**src/rtl/lsu_settings.svh**
```systemverilog
/* load/store stage sizing */
`ifndef LSU_SETTINGS_SVH
`define LSU_SETTINGS_SVH

// data and address width
`define LSU_XLEN 32

// data memory depth in words
`define LSU_DMEM_WORDS 1024

// request buffer entries, equal to the execute stage's starting credits
`define LSU_REQ_DEPTH 2

// write-back credits held after reset
`define LSU_WB_CREDITS 2

`endif

```
**src/rtl/mem_access_pkg.sv**
```systemverilog
/* memory access types */
`default_nettype none
`include "lsu_settings.svh"

package mem_access_pkg;

    // one data or address word
    typedef logic [`LSU_XLEN-1:0] word_t;

    // one strobe bit per byte lane
    typedef logic [`LSU_XLEN/8-1:0] strobe_t;

    // load encodings
    typedef enum logic [2:0] {
        LOAD_NONE = 3'd0,
        LOAD_LB   = 3'd1,
        LOAD_LH   = 3'd2,
        LOAD_LW   = 3'd3,
        LOAD_LBU  = 3'd4,
        LOAD_LHU  = 3'd5
    } load_type_t;

    // store encodings
    typedef enum logic [1:0] {
        STORE_NONE = 2'd0,
        STORE_SB   = 2'd1,
        STORE_SH   = 2'd2,
        STORE_SW   = 2'd3
    } store_type_t;

endpackage

`default_nettype wire

```
**src/rtl/writeback_pkg.sv**
```systemverilog
/* write-back side types */
`default_nettype none

package writeback_pkg;

    // destination register index
    typedef logic [4:0] reg_idx_t;

    // csr operation, carried through untouched
    typedef logic [2:0] csr_type_t;

    // load/store control states
    typedef enum logic [1:0] {
        LSU_IDLE   = 2'd0,
        LSU_ACCESS = 2'd1,
        LSU_RESULT = 2'd2
    } lsu_state_t;

endpackage

`default_nettype wire

```
**src/rtl/lsu_req_buffer.sv**
```systemverilog
/* execute request buffer */
`timescale 1ns/1ps
`default_nettype none
`include "lsu_settings.svh"

module lsu_req_buffer (
    input  logic                        clk,
    input  logic                        rst,
    input  logic                        push_i,
    input  mem_access_pkg::word_t       alu_result_i,
    input  mem_access_pkg::word_t       wdata_i,
    input  mem_access_pkg::load_type_t  load_type_i,
    input  mem_access_pkg::store_type_t store_type_i,
    input  logic                        wd_i,
    input  writeback_pkg::reg_idx_t     wreg_i,
    input  mem_access_pkg::word_t       csr_wdata_i,
    input  writeback_pkg::csr_type_t    csr_type_i,
    input  logic                        pop_i,
    output logic                        head_valid_o,
    output mem_access_pkg::word_t       head_alu_result_o,
    output mem_access_pkg::word_t       head_wdata_o,
    output mem_access_pkg::load_type_t  head_load_type_o,
    output mem_access_pkg::store_type_t head_store_type_o,
    output logic                        head_wd_o,
    output writeback_pkg::reg_idx_t     head_wreg_o,
    output mem_access_pkg::word_t       head_csr_wdata_o,
    output writeback_pkg::csr_type_t    head_csr_type_o,
    output logic                        credit_o
);
    import mem_access_pkg::*;
    import writeback_pkg::*;

    localparam int DEPTH = `LSU_REQ_DEPTH;
    localparam int PTR_W = (DEPTH > 1) ? $clog2(DEPTH) : 1;
    localparam int CNT_W = $clog2(DEPTH + 1);

    // entry storage, one array per field
    word_t       alu_result_q [DEPTH];
    word_t       wdata_q      [DEPTH];
    load_type_t  load_type_q  [DEPTH];
    store_type_t store_type_q [DEPTH];
    logic        wd_q         [DEPTH];
    reg_idx_t    wreg_q       [DEPTH];
    word_t       csr_wdata_q  [DEPTH];
    csr_type_t   csr_type_q   [DEPTH];

    logic [PTR_W-1:0] wr_ptr;
    logic [PTR_W-1:0] rd_ptr;
    logic [CNT_W-1:0] count;

    // wrap at the last entry
    function automatic logic [PTR_W-1:0] ptr_next(input logic [PTR_W-1:0] ptr);
        if (ptr == PTR_W'(DEPTH - 1)) begin
            return '0;
        end
        return ptr + 1'b1;
    endfunction

    always_ff @(posedge clk) begin
        if (rst) begin
            wr_ptr <= '0;
            rd_ptr <= '0;
            count  <= '0;
        end else begin
            if (push_i) begin
                wr_ptr <= ptr_next(wr_ptr);
            end
            if (pop_i) begin
                rd_ptr <= ptr_next(rd_ptr);
            end
            case ({push_i, pop_i})
                2'b10:   count <= count + 1'b1;
                2'b01:   count <= count - 1'b1;
                default: count <= count;
            endcase
        end
    end

    // no full check, the sender's credits guarantee a free slot
    always_ff @(posedge clk) begin
        if (push_i) begin
            alu_result_q[wr_ptr] <= alu_result_i;
            wdata_q[wr_ptr]      <= wdata_i;
            load_type_q[wr_ptr]  <= load_type_i;
            store_type_q[wr_ptr] <= store_type_i;
            wd_q[wr_ptr]         <= wd_i;
            wreg_q[wr_ptr]       <= wreg_i;
            csr_wdata_q[wr_ptr]  <= csr_wdata_i;
            csr_type_q[wr_ptr]   <= csr_type_i;
        end
    end

    assign head_valid_o      = (count != '0);
    assign head_alu_result_o = alu_result_q[rd_ptr];
    assign head_wdata_o      = wdata_q[rd_ptr];
    assign head_load_type_o  = load_type_q[rd_ptr];
    assign head_store_type_o = store_type_q[rd_ptr];
    assign head_wd_o         = wd_q[rd_ptr];
    assign head_wreg_o       = wreg_q[rd_ptr];
    assign head_csr_wdata_o  = csr_wdata_q[rd_ptr];
    assign head_csr_type_o   = csr_type_q[rd_ptr];

    // each released entry hands one credit back to execute
    assign credit_o = pop_i;

endmodule

`default_nettype wire

```
**config.mk**
```make
export PLATFORM = sky130hd
export DESIGN_NAME = lsu_req_buffer
export DESIGN_NICKNAME = d
export VERILOG_FILES = /design/src/rtl/mem_access_pkg.sv /design/src/rtl/writeback_pkg.sv /design/src/rtl/lsu_req_buffer.sv
export VERILOG_INCLUDE_DIRS = /design/src /design/src/rtl
export SDC_FILE = /design/constraint.sdc
export NUM_CORES = 1
export LEC_CHECK = 0
export BUFFER_PORTS_ARGS = -buffer_cell sky130_fd_sc_hd__buf_4
export CORE_ASPECT_RATIO = 1.75
export CORE_MARGIN = 3
export CORE_UTILIZATION = 45
export CTS_CLUSTER_SIZE = 10
export DETAILED_ROUTE_END_ITERATION = 10
export PLACE_DENSITY = 0.73
export REMOVE_ABC_BUFFERS = 1
export SLEW_MARGIN = 20
export SYNTH_ARGS = -nofsm -noshare
export SYNTH_HDL_FRONTEND = slang
export SYNTH_SLANG_ARGS = --single-unit
```
**constraint.sdc**
```tcl
create_clock -name clk -period 5 [get_ports clk]
set_input_delay 0.25 -clock clk [delete_from_list [all_inputs] [get_ports clk]]
set_output_delay 0.25 -clock clk [all_outputs]
set_load 0.01 [all_outputs]
```
==> report_table.html <==
<table>
<tr><th>Metric</th><th>Value</th></tr>
<tr><th colspan="2">Run status</th></tr>
<tr><td>Status</td><td>completed</td></tr>
<tr><th colspan="2">Setup path</th></tr>
<tr><td>Cell with the largest stage delay on the worst path</td><td>sky130_fd_sc_hd__dfxtp_4</td></tr>
<tr><td>Category of the critical setup timing path</td><td>flop to primary output</td></tr>
<tr><td>Number of buffer and inverter stages on the critical path</td><td>2</td></tr>
<tr><td>Most prevalent standard cell on the critical path</td><td>sky130_fd_sc_hd__buf_4</td></tr>
<tr><td>Worst-path cell chain</td><td>buf_4, mux2_2, buf_4</td></tr>
<tr><td>Element type at the critical path end</td><td>primary output</td></tr>
<tr><td>Maximum fanout encountered on the critical timing path</td><td>68</td></tr>
<tr><td>Max stage delay on crit path</td><td>0.93 ns</td></tr>
<tr><td>Signal arrival time at the worst endpoint</td><td>2.67 ns</td></tr>
<tr><td>Startpoint type of the worst setup path</td><td>flop</td></tr>
<tr><td>Crit path required time</td><td>4.75 ns</td></tr>
<tr><td>Cell family contributing the most delay on the critical path</td><td>flip-flops</td></tr>
<tr><th colspan="2">Layout</th></tr>
<tr><td>Layout area overhead</td><td>46.0%</td></tr>
<tr><td># nets final</td><td>834</td></tr>
<tr><td>Number of filler instances in the final layout</td><td>1156</td></tr>
<tr><td>Fraction of final layout cells sized beyond drive strength 1</td><td>0.502</td></tr>
<tr><th colspan="2">STA</th></tr>
<tr><td>Setup clock skew after layout</td><td>0.00410 ns</td></tr>
<tr><td>Worst-margin pin slew</td><td>0.907 ns</td></tr>
<tr><td>Setup Total Neg Slack</td><td>0 ns</td></tr>
<tr><td>Hold Violations, Final</td><td>0</td></tr>
<tr><td>Worst slew margin relative to its limit</td><td>0.395</td></tr>
<tr><td>Unrepaired setup endpoints after global routing</td><td>no</td></tr>
<tr><td>Maximum operating frequency</td><td>0.343 GHz</td></tr>
<tr><td>Minimum clock period after layout</td><td>2.92 ns</td></tr>
<tr><td>Slew Viols, Final</td><td>0</td></tr>
<tr><td>Setup violations, final</td><td>0</td></tr>
<tr><td>Fin crit share</td><td>0.583</td></tr>
<tr><th colspan="2">Floorplanning</th></tr>
<tr><td>Number of rows in the core area</td><td>64</td></tr>
<tr><td>Core area</td><td>0.0177 sq mm</td></tr>
<tr><td>Height of the chip</td><td>184 um</td></tr>
<tr><td>Ports</td><td>226</td></tr>
<tr><td>Horiz. Die Dim</td><td>108 um</td></tr>
<tr><td>Die ar.</td><td>0.0199 sq mm</td></tr>
<tr><td>Initial standard-cell utilization of the core</td><td>0.462</td></tr>
<tr><th colspan="2">Clocking</th></tr>
<tr><td>Post CTS Setup Buffer Count</td><td>0</td></tr>
<tr><td>Cts bufs inserted</td><td>26</td></tr>
<tr><td>Later-pin clock latency in the skew report</td><td>0.50 ns</td></tr>
<tr><td>CTS max path bufs</td><td>3</td></tr>
<tr><td>Clock tree from TritonCTS</td><td>yes</td></tr>
<tr><td>Gates resized, CTS repair</td><td>0</td></tr>
<tr><td>Post-CTS clock slew at the launch and capture registers of the worst setup and hold paths</td><td>0.05 ns</td></tr>
<tr><td>Number of hold buffers added after CTS</td><td>111</td></tr>
<tr><td>Number of H-tree levels</td><td>1</td></tr>
<tr><td>CTS sink cnt</td><td>225</td></tr>
<tr><td>Buffer type at the clock tree root</td><td>sky130_fd_sc_hd__clkbuf_16</td></tr>
<tr><th colspan="2">Synth</th></tr>
<tr><td>Top area cells in the synthesized netlist</td><td>sky130_fd_sc_hd__edfxtp_1 (81%), sky130_fd_sc_hd__mux2_2 (15%), sky130_fd_sc_hd__buf_6 (1.4%), sky130_fd_sc_hd__dfxtp_1 (1.2%), sky130_fd_sc_hd__xnor2_1 (0.32%)</td></tr>
<tr><td>Post-Syn Instances</td><td>364</td></tr>
<tr><td>Synth unique cells</td><td>16</td></tr>
<tr><td>Synth Area per Inst</td><td>22.5 sq um</td></tr>
<tr><td>Synth warnings</td><td>0</td></tr>
<tr><td>Post-synth top area share</td><td>0.808</td></tr>
<tr><td>Post-synthesis register bit count</td><td>225</td></tr>
<tr><td>Cell area after technology mapping</td><td>0.00818 sq mm</td></tr>
<tr><td>Proportion of synthesized chip area in sequential cells</td><td>0.820</td></tr>
<tr><td>Top cell type by total area after synthesis</td><td>sky130_fd_sc_hd__edfxtp_1</td></tr>
<tr><th colspan="2">Routing</th></tr>
<tr><td>Wire length per cell</td><td>19.0 um</td></tr>
<tr><td>DR vias/cell</td><td>4.81</td></tr>
<tr><td>Length of the first detailed-routing pass in iterations</td><td>4</td></tr>
<tr><td>Drt drc</td><td>0</td></tr>
<tr><td>Wirelength, routed</td><td>18500 um</td></tr>
<tr><td>Antenna violation net count after detailed routing</td><td>0</td></tr>
<tr><td>Detailed-route via count</td><td>4667</td></tr>
<tr><td>Initial DRC Count</td><td>145</td></tr>
<tr><th colspan="2">Power</th></tr>
<tr><td>Fraction of power consumed by the clock network</td><td>0.370</td></tr>
<tr><td>Total power draw</td><td>4.51 mW</td></tr>
<tr><td>Pint</td><td>3.54 mW</td></tr>
<tr><td>Switching Share</td><td>0.215</td></tr>
<tr><td>Flop pwr share</td><td>0.499</td></tr>
<tr><td>Net load switching power</td><td>0.968 mW</td></tr>
<tr><td>Power per unit of standard cell area</td><td>378 mW/mm^2</td></tr>
<tr><td>Peak supply drop</td><td>0.279 mV</td></tr>
<tr><td>Leakage power</td><td>4.49 nW</td></tr>
<tr><td>Combinational cell fraction of total power</td><td>0.131</td></tr>
<tr><th colspan="2">Global route</th></tr>
<tr><td>Via count of the first global-routing pass</td><td>5286</td></tr>
<tr><td>GRT Util Overall</td><td>0.182</td></tr>
<tr><td>Largest net degree at the start of global routing</td><td>69</td></tr>
<tr><td>Initial antenna violation count</td><td>0</td></tr>
<tr><td>Final global-route overflow total</td><td>0</td></tr>
<tr><td>First-pass GRT wire length</td><td>27700 um</td></tr>
<tr><th colspan="2">Place</th></tr>
<tr><td>Count of port buffers added during placement</td><td>225</td></tr>
<tr><td>RePlAce Congestion</td><td>0.755</td></tr>
<tr><td>Detailed placer's ending HPWL</td><td>11300 um</td></tr>
<tr><th colspan="2">Min path</th></tr>
<tr><td>Path class of the lowest-slack min-delay path</td><td>input port to flop</td></tr>
<tr><th colspan="2">Job</th></tr>
<tr><td>Max-Cap Viols</td><td>0</td></tr>
</table>
## flip-flops by register name, summed over array words and instances (netlist names), 2 cells and up, named ones only
signal,flops
wd_q,2
wdata_q,64
wreg_q,10
load_type_q,6
store_type_q,4
csr_type_q,6
count,2
csr_wdata_q,64
alu_result_q,64
## logic make-up after synthesis
family | synth area share
AND/OR/NAND/NOR | 0.00459
buffers and inverters | 0.0167
adder cells (fa/ha/maj) | 0.00153
multiplexers | 0.151
XOR/XNOR | 0.00429
flip-flops | 0.820
AO/OA/AOI/OAI | 0.00122
## synth_stat cells
cell	count
sky130_fd_sc_hd__and2_1	1
sky130_fd_sc_hd__buf_2	1
sky130_fd_sc_hd__dfxtp_1	5
sky130_fd_sc_hd__buf_4	2
sky130_fd_sc_hd__mux2_2	110
sky130_fd_sc_hd__inv_1	1
sky130_fd_sc_hd__or2_2	1
sky130_fd_sc_hd__nor2_1	5
sky130_fd_sc_hd__o21ai_0	1
sky130_fd_sc_hd__buf_6	10
sky130_fd_sc_hd__ha_1	1
sky130_fd_sc_hd__a21oi_1	1
sky130_fd_sc_hd__or3_1	1
sky130_fd_sc_hd__xor2_1	1
sky130_fd_sc_hd__edfxtp_1	220
sky130_fd_sc_hd__xnor2_1	3
## final timing paths
check	endpoint	slack, ns	from	cells past startpoint
max	head_alu_result_o[3]	2.08	flop	3
min	wr_ptr$_SDFFE_PP0P_	0.05	push_i	3
max reg2reg	csr_type_q[1][1]$_DFFE_PP_	2.73	wr_ptr$_SDFFE_PP0P_	2
min reg2reg	count[1]$_SDFFE_PP0P_	0.49	count[1]$_SDFFE_PP0P_	2
## placed cells by master, fill, tap and decap left out, drive strengths merged
master,instances
a21oi,1
nor2,5
xor2,1
clkbuf,47
o21ai,1
diode,1
buf,229
inv,1
or3,1
dfxtp,5
xnor2,3
ha,1
edfxtp,220
mux2,110
or2,1
dlygate4sd3,111
and2,1
clkinvlp,1
## per-layer routing
metal / track usage / routed length, um / vias up
li1: - / - / 2153
met1: 0.188 / 6260 / 2301
met2: 0.347 / 10600 / 161
met3: 0.0298 / 853 / 52
met4: 0.0880 / 788 / 0
met5: 0 / 0 / -
## through the flow
step	setup WS [ns]	instances	util	area [sq um]	hold slack, ns
after floorplan	-0.500	351	-	8040	0.319
after global placement	2.58	811	0.569	10100	0.436
after detailed placement	2.56	811	0.569	10100	0.438
after CTS	2.01	970	0.674	11900	0.00928
after global routing	1.92	970	0.674	11900	0.0634
final	2.08	971	0.675	11900	0.0519
## worst register-to-register path: cells and delay by family, from the launching register on
family	cells	cell delay (ns)
AND/OR/NAND/NOR	1	0.71
flip-flops	1	0.42
buffers and inverters	1	0.73
## cell type report
type | instances | area [sq um] | share of cell area
Clock buffer | 47 | 751 | 0.0629
Sequential cell | 225 | 6710 | 0.562
Tap cell | 231 | 289 | 0.0242
Clock inverter | 1 | 7.51 | 0.000629
Timing Repair Buffer | 340 | 2830 | 0.237
Antenna cell | 1 | 2.50 | 0.000210
Multi-Input combinational cell | 125 | 1340 | 0.113
Inverter | 1 | 3.75 | 0.000314
## power by group through the flow
stage,logic [mW],clock network [mW],registers (mW)
final,0.590,1.67,2.25
after global routing,0.630,1.79,2.26
after CTS,0.593,1.72,2.25
after detailed placement,0.516,0,2.29
after global placement,0.508,0,2.28
after floorplan,0.232,0,2.30
No activity file was read; power rests on OpenSTA's default activity.
