$ cat config.mk
export PLATFORM = sky130hd
export DESIGN_NAME = lsu_byte_lanes
export DESIGN_NICKNAME = d
export VERILOG_FILES = /design/src/rtl/mem_access_pkg.sv /design/src/rtl/lsu_byte_lanes.sv
export VERILOG_INCLUDE_DIRS = /design/src /design/src/rtl
export SDC_FILE = /design/constraint.sdc
export NUM_CORES = 1
export LEC_CHECK = 0
export ABC_AREA = 1
export BUFFER_PORTS_ARGS = -buffer_cell sky130_fd_sc_hd__buf_2
export CAP_MARGIN = 10
export CORE_ASPECT_RATIO = 1.2
export CORE_UTILIZATION = 41
export DETAILED_ROUTE_END_ITERATION = 8
export PLACE_DENSITY_LB_ADDON = 0.2
export SYNTH_ARGS = -nofsm -noshare
export SYNTH_HDL_FRONTEND = slang
export SYNTH_SLANG_ARGS = --single-unit
$ cat constraint.sdc
create_clock -name vclk -period 1.21
set_input_delay 0.0605 -clock vclk [all_inputs]
set_output_delay 0.0605 -clock vclk [all_outputs]
set_load 0.05 [all_outputs]
$ cat src/rtl/lsu_settings.svh
/* load/store stage sizing */
`ifndef LSU_SETTINGS_SVH
`define LSU_SETTINGS_SVH

// data and address width
`define LSU_XLEN 32

// data memory depth in words
`define LSU_DMEM_WORDS 1024

// request buffer entries, equal to the execute stage's starting credits
`define LSU_REQ_DEPTH 2

// write-back credits held after reset
`define LSU_WB_CREDITS 2

`endif

$ cat src/rtl/mem_access_pkg.sv
/* memory access types */
`default_nettype none
`include "lsu_settings.svh"

package mem_access_pkg;

    // one data or address word
    typedef logic [`LSU_XLEN-1:0] word_t;

    // one strobe bit per byte lane
    typedef logic [`LSU_XLEN/8-1:0] strobe_t;

    // load encodings
    typedef enum logic [2:0] {
        LOAD_NONE = 3'd0,
        LOAD_LB   = 3'd1,
        LOAD_LH   = 3'd2,
        LOAD_LW   = 3'd3,
        LOAD_LBU  = 3'd4,
        LOAD_LHU  = 3'd5
    } load_type_t;

    // store encodings
    typedef enum logic [1:0] {
        STORE_NONE = 2'd0,
        STORE_SB   = 2'd1,
        STORE_SH   = 2'd2,
        STORE_SW   = 2'd3
    } store_type_t;

endpackage

`default_nettype wire

$ cat src/rtl/lsu_byte_lanes.sv
/* load/store byte lanes */
`timescale 1ns/1ps
`default_nettype none

module lsu_byte_lanes (
    input  logic [1:0]                  addr_lo_i,
    input  mem_access_pkg::store_type_t store_type_i,
    input  mem_access_pkg::word_t       store_data_i,
    input  mem_access_pkg::load_type_t  load_type_i,
    input  logic [1:0]                  load_addr_lo_i,
    input  mem_access_pkg::word_t       raw_rdata_i,
    output mem_access_pkg::strobe_t     wstrb_o,
    output mem_access_pkg::word_t       wdata_o,
    output mem_access_pkg::word_t       rdata_o
);
    import mem_access_pkg::*;

    word_t shifted;

    // store side, data copied into every lane and strobe picks the target
    always_comb begin
        case (store_type_i)
            STORE_SB: begin
                wdata_o = {4{store_data_i[7:0]}};
                wstrb_o = 4'b0001 << addr_lo_i;
            end
            STORE_SH: begin
                wdata_o = {2{store_data_i[15:0]}};
                wstrb_o = addr_lo_i[1] ? 4'b1100 : 4'b0011;
            end
            STORE_SW: begin
                wdata_o = store_data_i;
                wstrb_o = 4'b1111;
            end
            default: begin
                wdata_o = store_data_i;
                wstrb_o = 4'b0000;
            end
        endcase
    end

    // addressed lane moved down to bit 0
    assign shifted = raw_rdata_i >> {load_addr_lo_i, 3'b000};

    always_comb begin
        case (load_type_i)
            LOAD_LB: begin
                rdata_o = {{24{shifted[7]}}, shifted[7:0]};
            end
            LOAD_LH: begin
                rdata_o = {{16{shifted[15]}}, shifted[15:0]};
            end
            LOAD_LBU: begin
                rdata_o = {24'h000000, shifted[7:0]};
            end
            LOAD_LHU: begin
                rdata_o = {16'h0000, shifted[15:0]};
            end
            // full word, or nothing to extract
            default: begin
                rdata_o = raw_rdata_i;
            end
        endcase
    end

endmodule

`default_nettype wire

==> impl_metrics.toml, run 1 <==
[worst_setup_path]
start_kind = "input port"
critical_path_required_ns = 1.15
worstPathMaxFanout = 8
path_cells = "buf_6 > buf_4 > ha_4 > buf_6 > nand2_1 > o21ai_1 > nand2_1 > nand2_2 > buf_6"
cpMostUsedCell = "buf_6"
cp-end-kind = "output pin"
cpPeakStageDelay_ns = 0.17
crit_start = "store_type_i[1]"
worst_ep_arrival_time_ns = 1.18
slowest_stage = "ha_4"
crit_type = "in2out"

[yosys]
synth_area_leaders = "nand2_1 (31%), nand3_1 (22%), inv_1 (12%)"
synth_warnings = 0
postSynthAreaPerCell_sq_um = 4.83
yosysTopAreaCell = "nand2_1"
syn_nets = 430
ys_types = 21
netlist_instances = 353
netlist.area_leader.share_pct = 30.6
syn_area_sq_um = 1700
synth_seq_area_share_pct = 0

[floorplanning]
start_util_pct = 42.9
row_count = 25
die_area_sq_um = 4420
die_h_um = 72.6
die_w_um = 60.9
core_area_sq_um = 3970
ios = 141

[finish]
register_area_sq_um = 0
area_growth_pct = 75.1
fillers = 329
instances_no_fill = 545
diodes = 0
drive_gt1_share_pct = 46.6
fin_util_pct = 75.1
multi_input_area_sq_um = 1490
nets = 570
design.seq.count = 0
nClkBuffers = 0

[route]
drtIter0Drc = 155
wl_per_cell_um = 12.1
routed_wl_mm = 6.62
drt.antenna.violating_nets = 0
first_pass_iters = 4
remaining_drc_errors = 0
vias = 2718
avgViaCountPerCell = 4.99

[placement]
gp_congestion = 0.864
dp_hpwl_mm = 4.95
place_ws_ns = -0.156
port_buffers = 141
dp_cells = 543

[timing]
rsz0062_at_grt = "yes"
period_minus_slack_ns = 1.24
period_share_pct = 102
hold_ws_ns = 0.422
tightest_slew_ns = 0.281
final_max_slew_viol_count = 0
setup_viol = 2
setup_ws_ns = -0.0275
fmax_mhz = 808
relSlewSlack_pct = 81.1
hold_viol = 0

[min_path]
hold_path_class = "in2out"
min-delay-start = "store_data_i[7]"
holdPathEnd = "wdata_o[7]"
min_path_cells = 2

[global_route]
grt_pass1_vias = 2408
antenna_found_initial = 0
gr-total-overflow = 0
globalRouteMet3Util_pct = 4.26
track_usage_pct = 27.2
busiest_layer = "met2"
grt_util_met2_pct = 54.2
grt_max_degree = 27
met1_usage_pct = 30.1
grt_pass1_wl_mm = 9.76

[flow_run]
max_cap_violations = 0

[power]
ir_drop_mv = 0.523
p_per_area_nw_per_um2 = 740
p_leak_nw = 1.87
power_mw = 2.21

[clocking]
ctsHoldBuffers = 0

[run_status]
violations = "setup timing"
outcome = "finished, violations left"
[logic make-up (layout without fill, tap and decap cells)]
| kind of cell | after synthesis | in the layout | share of synthesized area, % |
|---|---|---|---|
| buffers and inverters | 86 | 224 | 24.3 |
| AND/OR/NAND/NOR | 238 | 238 | 65.0 |
| AO/OA/AOI/OAI | 25 | 25 | 7.78 |
| adder cells (fa/ha/maj) | 4 | 4 | 2.94 |
[worst max-delay path: cells and delay by family]
kind	cells	cell delay [ns]
buf+inv	4	0.50
simple gates	3	0.32
fa+ha+maj	1	0.17
compound gates	1	0.12
[cells in the final DEF (no fill, tap or decap), types with 2 or more instances in the layout]
| cell type | count |
|---|---|
| nor2_4 | 2 |
| buf_4 | 40 |
| inv_2 | 4 |
| o21ai_2 | 2 |
| nor2_1 | 3 |
| buf_12 | 4 |
| buf_2 | 87 |
| a21oi_1 | 3 |
| nand2_1 | 121 |
| clkbuf_4 | 8 |
| nor2_2 | 2 |
| inv_4 | 2 |
| o21ai_4 | 9 |
| nand2_2 | 20 |
| inv_1 | 49 |
| ha_4 | 2 |
| o21ai_0 | 5 |
| o21ai_1 | 4 |
| nand3_2 | 12 |
| buf_6 | 26 |
| a21oi_2 | 2 |
| nand3_1 | 75 |
[how the worst max path moves through the flow]
stage	to	slack, ns	cells past startpoint
4_1_cts	rdata_o[20]	0.001	8
6_report	wdata_o[31]	-0.03	9
3_3_place_gp	wdata_o[9]	-0.08	9
5_1_grt	wdata_o[15]	-0.04	9
3_5_place_dp	wdata_o[22]	-0.16	8
2_1_floorplan	wdata_o[16]	-0.02	4
[cell usage after synthesis, drive strengths merged]
cell      n
inv      57
nand2   142
clkbuf    2
nand3    87
o21ai    20
ha        4
buf      26
clkinv    1
nand3b    1
a21oi     5
nor2      8
[where the power goes]
group	switching, mW	internal [mW]	total (mW)
combinational	1.47	0.739	2.21
clock	0	0	0
sequential	0	0	0
total	1.47	0.739	2.21
[cell type report]
class / count / share of cell area, %
inverters: 58 / 7.76
multi-input cells: 267 / 50.0
well taps: 54 / 2.26
repair buffers: 166 / 40.0
[routing by layer]
metal | vias to the layer above | share of wire, %
li1 | 1373 | -
met1 | 1207 | 37
met2 | 124 | 54
met3 | 14 | 6.9
met4 | 0 | 2.3
met5 | - | 0
[per-stage QoR]
stage                     setup TNS (ns)  instance area [sq um]
after floorplan                   -0.143                   1860
after global placement             -1.47                   2670
after detailed placement           -2.61                   2670
after CTS                              0                   2810
after global routing              -0.176                   2980
final                            -0.0527                   2980
[timing repair]
action | in CTS | in global routing
pin swaps | 1 | 3
hold endpoints to repair | 0 | 0
endpoints found under the setup margin | 30 | 57
gates resized for setup | 45 | 65
setup buffers | 0 | 1
cloned | 0 | 1
Power figures use the tool's default switching activity.
==> run 2: changes to the inputs <==
- CORE_MARGIN: default -> 4
==> run 2 against run 1 <==
The run now ends clean. Via count down 1.1%. Sequential share of layout area unchanged. Power down 0.33%. Combinational power about the same. Non-clock buffer count up 1. Design area up 0.34%. Critical path depth down 1. Hold slack better by 0.00070 ns. Utilization up 0.25 points. Setup slack better by 0.072 ns. Flip-flop and latch count unchanged. Critical endpoint is now rdata_o[20].
==> impl_metrics.toml, run 2 (synthesis results as in run 1) <==
[global_route]
grt_max_degree = 26
globalRouteMet3Util_pct = 5.44
grt_pass1_vias = 2559
antenna_found_initial = 0
grt_util_met2_pct = 47.7
gr-total-overflow = 0
busiest_layer = "met2"
met1_usage_pct = 26.5
grt_pass1_wl_mm = 10.8
track_usage_pct = 24.5

[floorplanning]
die_area_sq_um = 5260
die_h_um = 78.6
core_area_sq_um = 3970
die_w_um = 66.9
start_util_pct = 42.9
ios = 141
row_count = 25

[finish]
design.seq.count = 0
instances_no_fill = 546
mostFrequentLayoutCell = "nand2_1"
fillers = 365
final_cell_mix = "nand2_1 (122), buf_2 (92), nand3_1 (75), inv_1 (49), buf_4 (30)"
nets = 571
register_area_sq_um = 0
diodes = 0
drive_gt1_share_pct = 47.6
nClkBuffers = 0
area_growth_pct = 75.7
fin_util_pct = 75.4

[power]
p_int_uw = 732
combPwrFrac_pct = 100.0
p_per_area_nw_per_um2 = 735
power_mw = 2.20
swShare_pct = 66.8
ir_drop_mv = 0.642
power.switching_mw = 1.47
p_leak_nw = 1.87
clkPwrFrac_pct = 0
p_seq_share_pct = 0

[worst_setup_path]
start_kind = "input port"
crit_type = "in2out"
cp-end-kind = "output pin"
path_cells = "clkbuf_4 > inv_4 > nand2_1 > nand3_1 > nand3_2 > buf_12 > nand3_1 > clkbuf_4"
endpoint = "rdata_o[20]"
worst_ep_arrival_time_ns = 1.11
slowest_stage = "clkbuf_4"
crit_start = "load_addr_lo_i[0]"
cpPeakStageDelay_ns = 0.23
worstPathMaxFanout = 20
critical_path_required_ns = 1.15

[placement]
gp_congestion = 0.810
dp_hpwl_mm = 5.31
port_buffers = 141
dp_cells = 545
place_ws_ns = -0.144

[timing]
tightest_slew_ns = 0.254
final_max_slew_viol_count = 0
setup_viol = 0
relSlewSlack_pct = 83.2
hold_ws_ns = 0.423
setup_ws_ns = 0.0445
hold_viol = 0
fmax_mhz = 858
period_share_pct = 96.3
period_minus_slack_ns = 1.17

[route]
wl_per_cell_um = 12.5
vias = 2689
first_pass_iters = 4
avgViaCountPerCell = 4.92
drt.antenna.violating_nets = 0
drtIter0Drc = 251
remaining_drc_errors = 0
routed_wl_mm = 6.81

[clocking]
ctsHoldBuffers = 0
post_cts_buffers = 0

[min_path]
min_path_cells = 2
min-delay-start = "store_data_i[4]"
hold_path_class = "in2out"

[run_status]
outcome = "finished, final reports clean"

[flow_run]
max_cap_violations = 0
-- run 2: changes by cell type in the layout (fill, tap and decap cells not counted), sizes merged --
cell      delta
clkbuf      +11
buf         -10
clkinvlp     -1
inv          +1
-- run 2: final cells by class --
cell class,instances,area (sq um),share of cell area [%]
tap,54,67.6,2.26
timing repair buffer,167,1190,39.6
inverter,58,225,7.52
multi-input combinational,267,1520,50.6
-- run 2: layer usage --
metal | vias up | share of wire, %
li1 | 1374 | -
met1 | 1184 | 36
met2 | 125 | 53
met3 | 6 | 11
met4 | 0 | 0.76
met5 | - | 0
-- run 2: power by group through the flow --
| stage | registers (mW) | clock network, mW | logic [mW] |
|---|---|---|---|
| 2_1_floorplan | 0 | 0 | 1.46 |
| 3_3_place_gp | 0 | 0 | 1.95 |
| 3_5_place_dp | 0 | 0 | 1.97 |
| 4_1_cts | 0 | 0 | 2.08 |
| 5_1_grt | 0 | 0 | 2.34 |
| 6_report | 0 | 0 | 2.20 |
-- run 2: what timing repair did --
item,in CTS,in global routing
pin swaps,0,6
hold endpoints to repair,0,0
endpoints found under the setup margin,27,52
gates resized for setup,42,53
gates cloned,0,1
-- run 2: worst min path at each step --
stage,endpoint
floorplan,wdata_o[0]
global placement,wdata_o[4]
detailed placement,wdata_o[4]
CTS,wdata_o[4]
global route,wdata_o[3]
finish,wdata_o[4]
-- run 2: per-stage QoR --
| step | instance area (sq um) | setup TNS, ns |
|---|---|---|
| after floorplan | 1860 | -0.143 |
| after global placement | 2700 | -1.60 |
| after detailed placement | 2700 | -2.49 |
| after CTS | 2830 | 0 |
| after global routing | 2990 | -0.0113 |
| final | 2990 | 0 |
-- run 2: critical path: cells and delay by family --
kind                   cells  cell delay (ns)
buffers and inverters      4             0.69
AND/OR/NAND/NOR            4             0.34
==> run 3: changes to the inputs <==
- clock period: 1.21 -> 1.3 ns (I/O delays scaled with it)
==> run 3 against run 2 <==
Die area unchanged. Final cell count down 1.5%. Utilization down 8.2 points. Routed wire length down 5.8%. Critical path type unchanged. Critical endpoint is now wstrb_o[0]. Largest cell class unchanged.
==> impl_metrics.toml, run 3 (synthesis results as in run 1) <==
[floorplanning]
die_w_um = 66.9
die_h_um = 78.6
die_area_sq_um = 5260
core_area_sq_um = 3970
ios = 141
start_util_pct = 42.9
row_count = 25

[worst_setup_path]
critPathTopFamily = "buffers and inverters"
cpPeakStageDelay_ns = 0.23
crit_type = "in2out"
slowest_stage = "ha_1"
start_kind = "input port"
path_cells = "buf_2 > buf_4 > ha_1 > inv_2 > nor2_1 > a21oi_1 > nor2_2 > clkbuf_4"
worst_ep_arrival_time_ns = 1.17
critical_path_required_ns = 1.24
crit_buf_inv = 4
cp-end-kind = "output pin"
worstPathMaxFanout = 9

[route]
drtIter0Drc = 220
vias = 2651
wl_per_cell_um = 11.9
first_pass_iters = 4
drt.antenna.violating_nets = 0
routed_wl_mm = 6.41
remaining_drc_errors = 0
avgViaCountPerCell = 4.93

[power]
p_leak_nw = 1.80
power_mw = 1.86
p_per_area_nw_per_um2 = 698
ir_drop_mv = 0.617

[timing]
setup_viol = 0
fmax_mhz = 807
relSlewSlack_pct = 82.5
hold_viol = 0
fin_tns_setup_ns = 0
period_share_pct = 95.4
period_minus_slack_ns = 1.24
tightest_slew_ns = 0.264
rsz0062_at_grt = "yes"
final_max_slew_viol_count = 0

[min_path]
min-delay-start = "store_data_i[4]"
holdPathEnd = "wdata_o[4]"
hold_path_class = "in2out"
min_path_cells = 2

[clocking]
post_cts_buffers = 0
ctsHoldBuffers = 0

[flow_run]
max_cap_violations = 0

[global_route]
grt_pass1_wl_mm = 10.4
grt_pass1_vias = 2578
track_usage_pct = 23.6
antenna_found_initial = 0
gr-total-overflow = 0
grt_max_degree = 32

[finish]
final_cell_mix = "nand2_1 (138), buf_2 (109), nand3_1 (75), inv_1 (51), buf_4 (26)"
drive_gt1_share_pct = 41.3
fin_util_pct = 67.2
mostFrequentLayoutCell = "nand2_1"
diodes = 0
register_area_sq_um = 0
instances_no_fill = 538
final_area_sq_um = 2670
nets = 563
nClkBuffers = 0
area_growth_pct = 56.6
design.seq.count = 0

[placement]
port_buffers = 141
postPlaceCellArea_sq_um = 2560
dp_cells = 538
gp_congestion = 0.819
dp_hpwl_mm = 5.36

[run_status]
outcome = "finished, final reports clean"
## run 3: cell types whose count changed in the layout (fill, tap and decap cells not counted), sizes merged
cell	before	now
clkbuf	20	12
## run 3: repair_timing
| item | 4_1_cts | 5_1_grt |
|---|---|---|
| resized for setup | 2 | 58 |
| endpoints found under the setup margin | 2 | 33 |
| pin swaps | 0 | 1 |
## run 3: final cells by class
| cell class | count | area (sq um) |
|---|---|---|
| fill | 404 | 1300 |
| timing repair buffer | 159 | 1020 |
| multi-input combinational | 267 | 1360 |
| inverter | 58 | 225 |
| tap | 54 | 67.6 |
## run 3: per-stage QoR
stage	hold WS, ns	setup WS, ns
after floorplan	0.297	-0.141
after global placement	0.432	0.0213
after detailed placement	0.433	-0.00991
after CTS	0.434	0.00647
after global routing	0.438	-0.0237
final	0.433	0.0603
## run 3: layer usage
| layer | track usage (%) | routed length (um) | part of all wire, % | up-vias |
|---|---|---|---|---|
| met3 | 5.29 | 716 | 11 | 14 |
| met5 | 0 | 0 | 0 | - |
| li1 | - | - | - | 1359 |
| met2 | 45.7 | 3340 | 52 | 130 |
| met1 | 24.7 | 2250 | 35 | 1148 |
| met4 | 6.09 | 114 | 1.8 | 0 |
## run 3: worst max path at each step
stage	slack, ns	to	from	cells past startpoint
2_1_floorplan	-0.14	wdata_o[16]	store_type_i[0]	5
3_3_place_gp	0.02	wdata_o[17]	store_type_i[0]	8
3_5_place_dp	-0.01	wdata_o[17]	store_type_i[0]	8
4_1_cts	0.006	wdata_o[18]	store_type_i[0]	8
5_1_grt	-0.02	wstrb_o[0]	store_type_i[1]	8
6_report	0.06	wstrb_o[0]	store_type_i[0]	8
## run 3: report_power, final
part / internal, mW / total, mW / switching [mW]
Combinational: 0.564 / 1.86 / 1.30
Clock: 0 / 0 / 0
Sequential: 0 / 0 / 0
