--- config.mk ---
export PLATFORM = sky130hd
export DESIGN_NAME = lsu_ctrl
export DESIGN_NICKNAME = d
export VERILOG_FILES = /design/src/rtl/mem_access_pkg.sv /design/src/rtl/writeback_pkg.sv /design/src/rtl/lsu_ctrl.sv
export VERILOG_INCLUDE_DIRS = /design/src /design/src/rtl
export SDC_FILE = /design/constraint.sdc
export NUM_CORES = 1
export LEC_CHECK = 0
export ABC_AREA = 1
export BUFFER_PORTS_ARGS = -buffer_cell sky130_fd_sc_hd__buf_2
export CORE_AREA = 2 2 115 117
export CTS_CLUSTER_SIZE = 10
export DETAILED_ROUTE_END_ITERATION = 8
export DIE_AREA = 0 0 117 119
export GPL_TIMING_DRIVEN = 0
export PLACE_DENSITY = 0.66
export SLEW_MARGIN = 0
export SYNTH_ARGS = -nofsm -noshare
export SYNTH_HDL_FRONTEND = slang
export SYNTH_SLANG_ARGS = --single-unit
--- constraint.sdc ---
create_clock -name clk -period 14.1 [get_ports clk]
set_clock_uncertainty 0.1 [all_clocks]
set_input_delay 1.41 -clock clk [delete_from_list [all_inputs] [get_ports clk]]
set_output_delay 1.41 -clock clk [all_outputs]
set_load 0.005 [all_outputs]
--- src/rtl/lsu_settings.svh ---
/* load/store stage sizing */
`ifndef LSU_SETTINGS_SVH
`define LSU_SETTINGS_SVH

// data and address width
`define LSU_XLEN 32

// data memory depth in words
`define LSU_DMEM_WORDS 1024

// request buffer entries, equal to the execute stage's starting credits
`define LSU_REQ_DEPTH 2

// write-back credits held after reset
`define LSU_WB_CREDITS 2

`endif

--- src/rtl/mem_access_pkg.sv ---
/* memory access types */
`default_nettype none
`include "lsu_settings.svh"

package mem_access_pkg;

    // one data or address word
    typedef logic [`LSU_XLEN-1:0] word_t;

    // one strobe bit per byte lane
    typedef logic [`LSU_XLEN/8-1:0] strobe_t;

    // load encodings
    typedef enum logic [2:0] {
        LOAD_NONE = 3'd0,
        LOAD_LB   = 3'd1,
        LOAD_LH   = 3'd2,
        LOAD_LW   = 3'd3,
        LOAD_LBU  = 3'd4,
        LOAD_LHU  = 3'd5
    } load_type_t;

    // store encodings
    typedef enum logic [1:0] {
        STORE_NONE = 2'd0,
        STORE_SB   = 2'd1,
        STORE_SH   = 2'd2,
        STORE_SW   = 2'd3
    } store_type_t;

endpackage

`default_nettype wire

--- src/rtl/writeback_pkg.sv ---
/* write-back side types */
`default_nettype none

package writeback_pkg;

    // destination register index
    typedef logic [4:0] reg_idx_t;

    // csr operation, carried through untouched
    typedef logic [2:0] csr_type_t;

    // load/store control states
    typedef enum logic [1:0] {
        LSU_IDLE   = 2'd0,
        LSU_ACCESS = 2'd1,
        LSU_RESULT = 2'd2
    } lsu_state_t;

endpackage

`default_nettype wire

--- src/rtl/lsu_ctrl.sv ---
/* load/store control */
`timescale 1ns/1ps
`default_nettype none
`include "lsu_settings.svh"

module lsu_ctrl (
    input  logic                        clk,
    input  logic                        rst,
    input  logic                        head_valid_i,
    input  mem_access_pkg::word_t       head_alu_result_i,
    input  mem_access_pkg::word_t       head_wdata_i,
    input  mem_access_pkg::load_type_t  head_load_type_i,
    input  mem_access_pkg::store_type_t head_store_type_i,
    input  logic                        head_wd_i,
    input  writeback_pkg::reg_idx_t     head_wreg_i,
    input  mem_access_pkg::word_t       head_csr_wdata_i,
    input  writeback_pkg::csr_type_t    head_csr_type_i,
    output logic                        pop_o,
    output logic                        mem_wen_o,
    output logic                        mem_ren_o,
    output mem_access_pkg::word_t       mem_addr_o,
    output mem_access_pkg::store_type_t mem_store_type_o,
    output mem_access_pkg::word_t       mem_store_data_o,
    output mem_access_pkg::load_type_t  hold_load_type_o,
    output logic [1:0]                  hold_addr_lo_o,
    input  mem_access_pkg::word_t       rdata_i,
    input  logic                        wb_credit_i,
    output logic                        wb_valid_o,
    output logic                        wb_wd_o,
    output writeback_pkg::reg_idx_t     wb_wreg_o,
    output mem_access_pkg::word_t       wb_wdata_o,
    output mem_access_pkg::word_t       wb_csr_wdata_o,
    output writeback_pkg::csr_type_t    wb_csr_type_o,
    output logic                        wb_memory_inst_o
);
    import mem_access_pkg::*;
    import writeback_pkg::*;

    localparam int                CRED_W    = $clog2(`LSU_WB_CREDITS + 1);
    localparam logic [CRED_W-1:0] CRED_INIT = CRED_W'(`LSU_WB_CREDITS);

    lsu_state_t        state;
    lsu_state_t        state_nxt;
    logic [CRED_W-1:0] wb_credits;
    logic              take;

    // request being served
    word_t       hold_alu_result;
    word_t       hold_wdata;
    load_type_t  hold_load_type;
    store_type_t hold_store_type;
    logic        hold_wd;
    reg_idx_t    hold_wreg;
    word_t       hold_csr_wdata;
    csr_type_t   hold_csr_type;

    // start only with a credit in hand for the record
    assign take  = (state == LSU_IDLE) && head_valid_i && (wb_credits != '0);
    assign pop_o = take;

    always_comb begin
        state_nxt = state;
        case (state)
            LSU_IDLE: begin
                if (take) begin
                    state_nxt = LSU_ACCESS;
                end
            end
            LSU_ACCESS: begin
                state_nxt = LSU_RESULT;
            end
            LSU_RESULT: begin
                state_nxt = LSU_IDLE;
            end
            default: begin
                state_nxt = LSU_IDLE;
            end
        endcase
    end

    always_ff @(posedge clk) begin
        if (rst) begin
            state      <= LSU_IDLE;
            wb_credits <= CRED_INIT;
        end else begin
            state <= state_nxt;
            // spend and return may land together
            case ({wb_valid_o, wb_credit_i})
                2'b10:   wb_credits <= wb_credits - 1'b1;
                2'b01:   wb_credits <= wb_credits + 1'b1;
                default: wb_credits <= wb_credits;
            endcase
        end
    end

    always_ff @(posedge clk) begin
        if (take) begin
            hold_alu_result <= head_alu_result_i;
            hold_wdata      <= head_wdata_i;
            hold_load_type  <= head_load_type_i;
            hold_store_type <= head_store_type_i;
            hold_wd         <= head_wd_i;
            hold_wreg       <= head_wreg_i;
            hold_csr_wdata  <= head_csr_wdata_i;
            hold_csr_type   <= head_csr_type_i;
        end
    end

    // memory is touched only in the access cycle
    assign mem_wen_o        = (state == LSU_ACCESS) && (hold_store_type != STORE_NONE);
    assign mem_ren_o        = (state == LSU_ACCESS) && (hold_load_type != LOAD_NONE);
    assign mem_addr_o       = hold_alu_result;
    assign mem_store_type_o = hold_store_type;
    assign mem_store_data_o = hold_wdata;
    assign hold_load_type_o = hold_load_type;
    assign hold_addr_lo_o   = hold_alu_result[1:0];

    // record, read data arrives in the result cycle
    assign wb_valid_o       = (state == LSU_RESULT);
    assign wb_wd_o          = hold_wd;
    assign wb_wreg_o        = hold_wreg;
    assign wb_wdata_o       = (hold_load_type != LOAD_NONE) ? rdata_i : hold_alu_result;
    assign wb_csr_wdata_o   = hold_csr_wdata;
    assign wb_csr_type_o    = hold_csr_type;
    assign wb_memory_inst_o = (hold_load_type != LOAD_NONE) || (hold_store_type != STORE_NONE);

endmodule

`default_nettype wire

==> results.md, run 1 <==
- The combinational cell fraction of total power is 10.2%.
- Synthesis produced 249 cells.
- In this run the static leakage power is 0.00298 uW.
- The via count of the first global-routing pass was 3001.
- Counting every sink on the clock net gives 114.
- The filler-free cell count of the finished design is 756.
- The type of the tightest min-delay check is flop to flop.
- Once detailed placement completed, the half-perimeter wirelength came to 8.58 mm.
- The depth of the worst hold-timing path is 2.
- The post-synthesis net count is 396.
- The destination of the worst register-to-register timing path is wb_csr_wdata_o[17].
- The post-route minimum period is 4.53 ns.
- The fmax is 221 MHz.
- The fraction of synthesis flops using an asynchronous set or reset pin is 0%.
- In the post-synthesis netlist, the cell with the most instances is edfxtp_1.
- The number of search-and-repair iterations in the first detailed-routing pass is 4.
- The initial cell density of the core is 30.8%.
- The startpoint identified for the worst hold timing path is wb_credits[1].
- Dividing total power by cell area gives a power density of 152 nW/um^2.
- Dividing the detail-routed via count by the number of cells gives 4.19.
- Data on the critical path is required at its endpoint by 12.59 ns.
- STA classifies the critical path startpoint as an input port.
- Max-cap violations in this run came to 0.
- Global routing consumed, over all layers together, 15.1% of the routing resources.
- In this run the deepest clock path goes through 2 buffers.
- The total length of routed wires is 11.0 mm.
- The most area-hungry cell type in the Yosys netlist is edfxtp_1.
- The run finished with clean final reports.
- Setup violations remaining at the end of the flow were counted as 0.
- 295 I/O pins were placed.
- The startpoint identified for the worst register-to-register timing path is state[1].
- Sequential cells burn 43.1% of the power.
- The area added between synthesis and finish is 60.9%.
- The number of cells traversed by the worst register-to-register path is 5.
- The category of the worst setup path capture point is an output pin.
- The completed layout was analyzed and its total power is 970 uW.
- The capture endpoint of the worst hold path is wb_credits[1].
- The transition at the pin with the smallest max-transition slack is 0.974 ns.
- The overall die width is 117 um.
- The number of enable-type register cells in the synthesized netlist is 110.
- The number of distinct library cells after synthesis is 15.
- The area of the die is 13900 um^2.
- The wire length per cell after detailed routing is 14.6 um.
- The peak fanout along the critical path is 30.
- After synthesis, the cell types taking the most area are edfxtp_1, nand2_1, dfxtp_1, buf_4, inv_1.
- The post-synthesis sequential area ratio is 85.4%.
- The detail route stage leaves a number of antenna-violating nets equal to 0.
- After detailed routing, the number of remaining DRC violations is 0.
- The number of placed instances, taps included is 722.
- The total of hold buffers inserted after clock tree synthesis is 0.
- TritonCTS built the clock tree.
- Net switching is 22.4% of the power.
- The peak ir drop on the vdd network is 0.0000884 V.
- The clock network accounts for 46.7% of the total power.
- The routability congestion estimate is 0.742.
- The net count reported at finish is 712.
- The register-to-register setup slack is 11.90 ns.
- The overall via count from detail_route is 3170.
- Dividing the synthesized area by the synthesized cell count gives 15.9 um^2.
- After the first detailed-routing iteration, the DRC count stood at 82.
- The final number of hold-violating endpoints is 0.
- In this run the number of H-tree levels came out at 4.
- The number of antenna violations at the first check in global routing is 3.
- The insertion delay of the later-clocked pin in the worst-skew pair is 0.40 ns.
- The internal power component is 753 uW.
- The number of buffer cells added on primary ports is 294.
- The floorplan row count is 42.
- Clock tree synthesis inserted a total of 17 buffers.
- The count of pins over their slew limit is 0.
- The mapped netlist covers 3960 um^2.
- Synthesis inferred 114 register bits.
- After clock tree synthesis, the repair step resized 0 gates.
- The leading register cell type out of synthesis is edfxtp_1.
- The largest net degree at the start of global routing is 31.
- The worst slew margin relative to its limit is 34.9%.
- The final period utilization is 32.1%.
- The number of setup buffers added after CTS is 0.
- At the worst endpoint, the arrival time is 3.02 ns.
- Setup repair after global routing left no endpoint under its margin.
- The type of the setup path with the least slack is input port to output pin.
- The net switching power is 217 uW.
- The cell at the root of the clock tree is clkbuf_16.
- The vertical extent of the die is 119 um.
- The first global-routing pass estimated 15.0 mm of wire.
- The region available for standard cell placement spans 12900 um^2.
- After synthesis, the most frequently instantiated cells are edfxtp_1, nand2_1, inv_1.
- In the final layout, the share of cells above drive strength 1 is 58.7%.
- The total negative slack for setup checks is 0 ns.
- The top cell type by area accounts for 83.3% of the synthesized area.
- The clock edge transition at the registers on the reported setup and hold paths is 0.05 ns.
- The number of warnings issued by yosys is 0.
- The final global-route overflow total is 0.
[routing by layer]
metal  part of all wire (%)  wire length [um]  track usage, %  up-vias
met1                     37              4040            14.9     1459
met2                     51              5570            26.0      187
met4                    1.8               196            7.50        2
li1                       -                 -               -     1505
met3                     11              1200            7.33       17
met5                   0.12                13               0        -
[worst max-delay path by stage]
| stage | from | to | slack (ns) | cells past startpoint |
|---|---|---|---|---|
| final | head_valid_i | pop_o | 9.57 | 6 |
| after floorplan | head_valid_i | pop_o | 6.47 | 2 |
| after CTS | head_valid_i | pop_o | 9.55 | 6 |
| after detailed placement | head_valid_i | pop_o | 9.56 | 6 |
| after global routing | head_valid_i | pop_o | 9.45 | 6 |
| after global placement | head_valid_i | pop_o | 4.10 | 4 |
[stage by stage]
| stage | hold WS [ns] | instance area, um^2 | util, % | worst slack [ns] |
|---|---|---|---|---|
| global route | 0.429 | 6370 | 49.5 | 9.45 |
| global placement | 0.363 | 5660 | 43.9 | 4.10 |
| floorplan | 0.350 | 3960 | - | 6.47 |
| finish | 0.384 | 6380 | 49.5 | 9.57 |
| detailed placement | 0.366 | 5740 | 44.6 | 9.56 |
| CTS | 0.380 | 6370 | 49.5 | 9.55 |
[power groups by stage]
stage	clock network [uW]	logic, uW	registers, uW
floorplan	0	27.5	433
global placement	0	91.5	431
detailed placement	0	101	425
CTS	463	101	418
global route	476	110	420
finish	453	99.4	418
[state kept, by name, indices dropped and copies added (netlist names)]
register          cells
wb_wreg_o             5
wb_wd_o               1
mem_store_type_o      2
wb_csr_type_o         3
wb_credits            2
wb_csr_wdata_o       32
mem_store_data_o     32
state                 2
hold_load_type_o      3
mem_addr_o           32
[worst max-delay path, stage by stage]
cell	delay, ns
buf_2	0.08
nand2_1	0.09
nor2_4	0.75
buf_12	0.30
buf_16	0.21
buf_2	0.14
[placed cells by master (no fill, tap or decap), types with 2 or more instances in the layout]
master and instances:
clkinv_4 5, buf_6 3, diode_2 2, buf_4 5, a21oi_1 2, nand2_1 101
inv_1 9, buf_2 294, clkbuf_16 17, bufinv_16 4, nand3_1 3, edfxtp_1 110
inv_6 2, clkinvlp_4 3, nor2_1 5, dfxtp_1 4, buf_16 2
[kinds of logic after synthesis]
group | share of synthesized area [%]
and+or+nand+nor | 11.2
DFF | 85.4
AOI/OAI and AO/OA | 0.379
adders and majority gates | 0.316
buffers and inverters | 2.75
[final cells by class]
type                       count  area (um^2)
fill                        1127         6500
timing repair buffer         297         1550
clock inverter                15          208
sequential                   114         3380
inverter                      10         37.5
clock buffer                  17          425
multi-input combinational    117          479
antenna                        2         5.00
tap                          176          220
buffer                         8         71.3
No activity file was read; power rests on OpenSTA's default activity.
==> run 2: changes to the inputs <==
Settings changed: CORE_AREA 2 2 115 117 to 2 2 116 118, DIE_AREA 0 0 117 119 to 0 0 118 120, PLACE_DENSITY 0.66 to 0.65.
Clock period 14.1 ns to 4.65 ns, I/O delays scaled along.
==> run 2 against run 1 <==
Sequential share of layout area grew 0.57 points. Clock power rose to 2.8 times the previous value. Non-clock buffer count unchanged. Critical path depth unchanged. Global-route usage rose by 0.20 points. Core utilization fell by 0.92 points. First-iteration DRC count up 56%. Cell count shrank 0.26%. Die area is 1.7% higher. Flip-flop and latch count did not move. Via count is 2.5% lower. Design area is 1.1% lower. Critical path type is now flop to output pin.
==> results.md, run 2 (synthesized netlist as in run 1, its figures left out) <==
- The run finished with clean final reports.
- The library cell used most frequently in the layout, excluding fill and tap cells, is buf_2.
- The worst slew margin relative to its limit is 71.0%.
- After layout, the worst setup slack is 2.18 ns.
- The net switching power is 648 uW.
- Setup repair after global routing left no endpoint under its margin.
- The detailed router used layers up to and including met4.
- The category of the worst setup path capture point is an output pin.
- The first global-routing pass estimated 16.2 mm of wire.
- The wire length per cell after detailed routing is 14.3 um.
- The wire length on met3 is 1.05 mm.
- Buffers inserted to repair hold after CTS numbered 0.
- In the final layout, the multi-input gates occupy 479 um^2.
- The insertion delay of the later-clocked pin in the worst-skew pair is 0.40 ns.
- The peak fanout along the critical path is 10.
- The number of sinks on the clock net is 114.
- The floorplan has 42 rows.
- The worst setup slack after placement is 2.48 ns.
- In the layout the commonest cells are buf_2, edfxtp_1, nand2_1.
- The floorplan step set the die width to 118 um.
- At the worst endpoint, the arrival time is 1.91 ns.
- The total length of routed wires is 10.8 mm.
- The remaining antenna violation count is 0.
- The count of pins over their slew limit is 0.
- Timing would allow up to 404 MHz.
- Of the cells placed in the final design, the portion with a size suffix greater than 1 is 58.5%.
- In this run, flip-flops and latches consume 44.9% of the power.
- The net count reported at finish is 712.
- For this run, design rule violations remaining after detail routing come to 0.
- The layout filler cell count is 1173.
- The CTS tree is yes.
- The maximum count of clock buffers along a single path is 2.
- The total inserted antenna cells is 0.
- Walking the worst path, the cells encountered are nor3_4 -> inv_2 -> buf_6 -> nand2_1 -> nand2_1 -> buf_2.
- The number of antenna violations at the first check in global routing was 0.
- The post-detailed-route via-to-cell ratio is 4.10.
- The storage element area is 3380 um^2.
- For this design the top-level I/O count stands at 295.
- At the worst endpoint, the required time is 4.09 ns.
- After clock tree synthesis, the clock-pin slew on the worst setup and hold paths is 0.06 ns.
- The routed layout has 3092 vias.
- The most numerous cell on the critical path is nand2_1.
- Input and output buffers added on the ports amount to 294.
- In this run the post-CTS setup repair buffer count came out at 0.
- The total clock buffers created by CTS is 17.
- The final number of hold-violating endpoints was 0.
- The type of the tightest min-delay check is input port to flop.
- The final period utilization is 53.2%.
- The total global routing track utilization is 15.3%.
- The vertical extent of the die is 120 um.
- The longest individual stage delay on the worst path is 0.48 ns.
- Relative to the synthesized area, the layout overhead comes to 59.2%.
- The first detailed-routing pass took 6 iterations.
- The cell at the root of the clock tree is clkbuf_16.
- The detailed-routing wirelength on met1 is 4.08 mm.
- The clock tree synthesis step divided the H-tree into 4 levels.
- After legalization and detailed placement, the total HPWL measured 8.43 mm.
- The number of DRC markers in iteration 0 is 128.
- The cell with the largest stage delay on the worst path is edfxtp_1.
- The congestion estimate from routability-driven global placement came to 0.796.
- The via count of the first global-routing pass is 3214.
- The post-route minimum period is 2.47 ns.
- Internal power comes to 2170 uW.
- The worst-case IR drop observed on VDD is 0.000319 V.
- The initial cell density of the core is 30.5%.
- The startpoint type of the worst setup path is a flop.
- The combinational cell fraction of total power is 10.5%.
- After routing the design area is 6310 um^2.
- The count of buffer and inverter cells on the critical path is 3.
- The family of cells with the greatest summed delay on the critical path is simple AND/OR/NAND/NOR gates.
- The clock network fraction of design power is 44.6%.
- The final global-route overflow total is 0.
- For this design the ratio of total power to cell area is 447 nW/um^2.
- The largest net degree at the start of global routing is 38.
- After layout, the design draws a total of 2820 uW.
- The count of cells resized by post-cts repair is 0.
- The share of total power consumed by net switching is 23.0%.
- The number of violations of the max-capacitance limit is 0.
- The standard cell area after detailed placement is 5720 um^2.
- After detailed routing, the met2 layer carries 5.55 mm of wire.
- The core region is 13000 um^2.
- The die covers 14200 um^2.
- The type of the setup path with the least slack is flop to output pin.
- The transition at the pin with the smallest max-transition slack is 0.434 ns.
- In this run the static leakage power is 0.00295 uW.
- Setup violations remaining at the end of the flow were counted as 0.
-- run 2: cell types whose count changed in the layout (fill, tap and decap cells not counted), sizes merged --
cell    previous run  this run
clkbuf            17        18
inv               12        13
bufinv             4         2
diode              2         0
-- run 2: layout make-up --
type,instances,area share [%]
Buffer,8,1.13
Clock inverter,14,2.48
Inverter,10,0.595
Tap cell,176,3.49
Multi-Input combinational cell,117,7.60
Sequential cell,114,53.6
Timing Repair Buffer,297,24.3
Clock buffer,18,6.80
-- run 2: per-layer routing --
metal / global-route usage, % / vias to the layer above
met1: 15.9 / 1407
met5: 0 / -
met4: 6.17 / 0
met2: 26.1 / 173
met3: 8.17 / 9
li1: - / 1503
-- run 2: path summary, 6_finish.rpt --
path                              from                   end  slack (ns)  cells after the start
setup / recovery   hold_load_type_o[2]         wb_wdata_o[6]        2.18                      6
hold / removal    head_csr_wdata_i[21]    wb_csr_wdata_o[21]        0.13                      1
setup reg to reg              state[1]  mem_store_data_o[15]        2.91                      5
hold reg to reg          wb_credits[1]         wb_credits[1]        0.40                      2
-- run 2: per-stage QoR --
step / utilization (%) / setup TNS [ns] / instances / hold WS, ns
after floorplan: - / 0 / 249 / 0.350
after global placement: 43.6 / -36.98 / 719 / 0.366
after detailed placement: 44.1 / 0 / 722 / 0.391
after CTS: 48.6 / 0 / 754 / 0.111
after global routing: 48.6 / 0 / 754 / 0.105
final: 48.6 / 0 / 754 / 0.134
-- run 2: power groups by stage --
| stage | Sequential (uW) | Clock, uW | Combinational [uW] |
|---|---|---|---|
| after floorplan | 1310 | 0 | 84.0 |
| after global placement | 1300 | 0 | 277 |
| after detailed placement | 1290 | 0 | 300 |
| after CTS | 1270 | 1290 | 301 |
| after global routing | 1280 | 1340 | 327 |
| final | 1270 | 1260 | 296 |
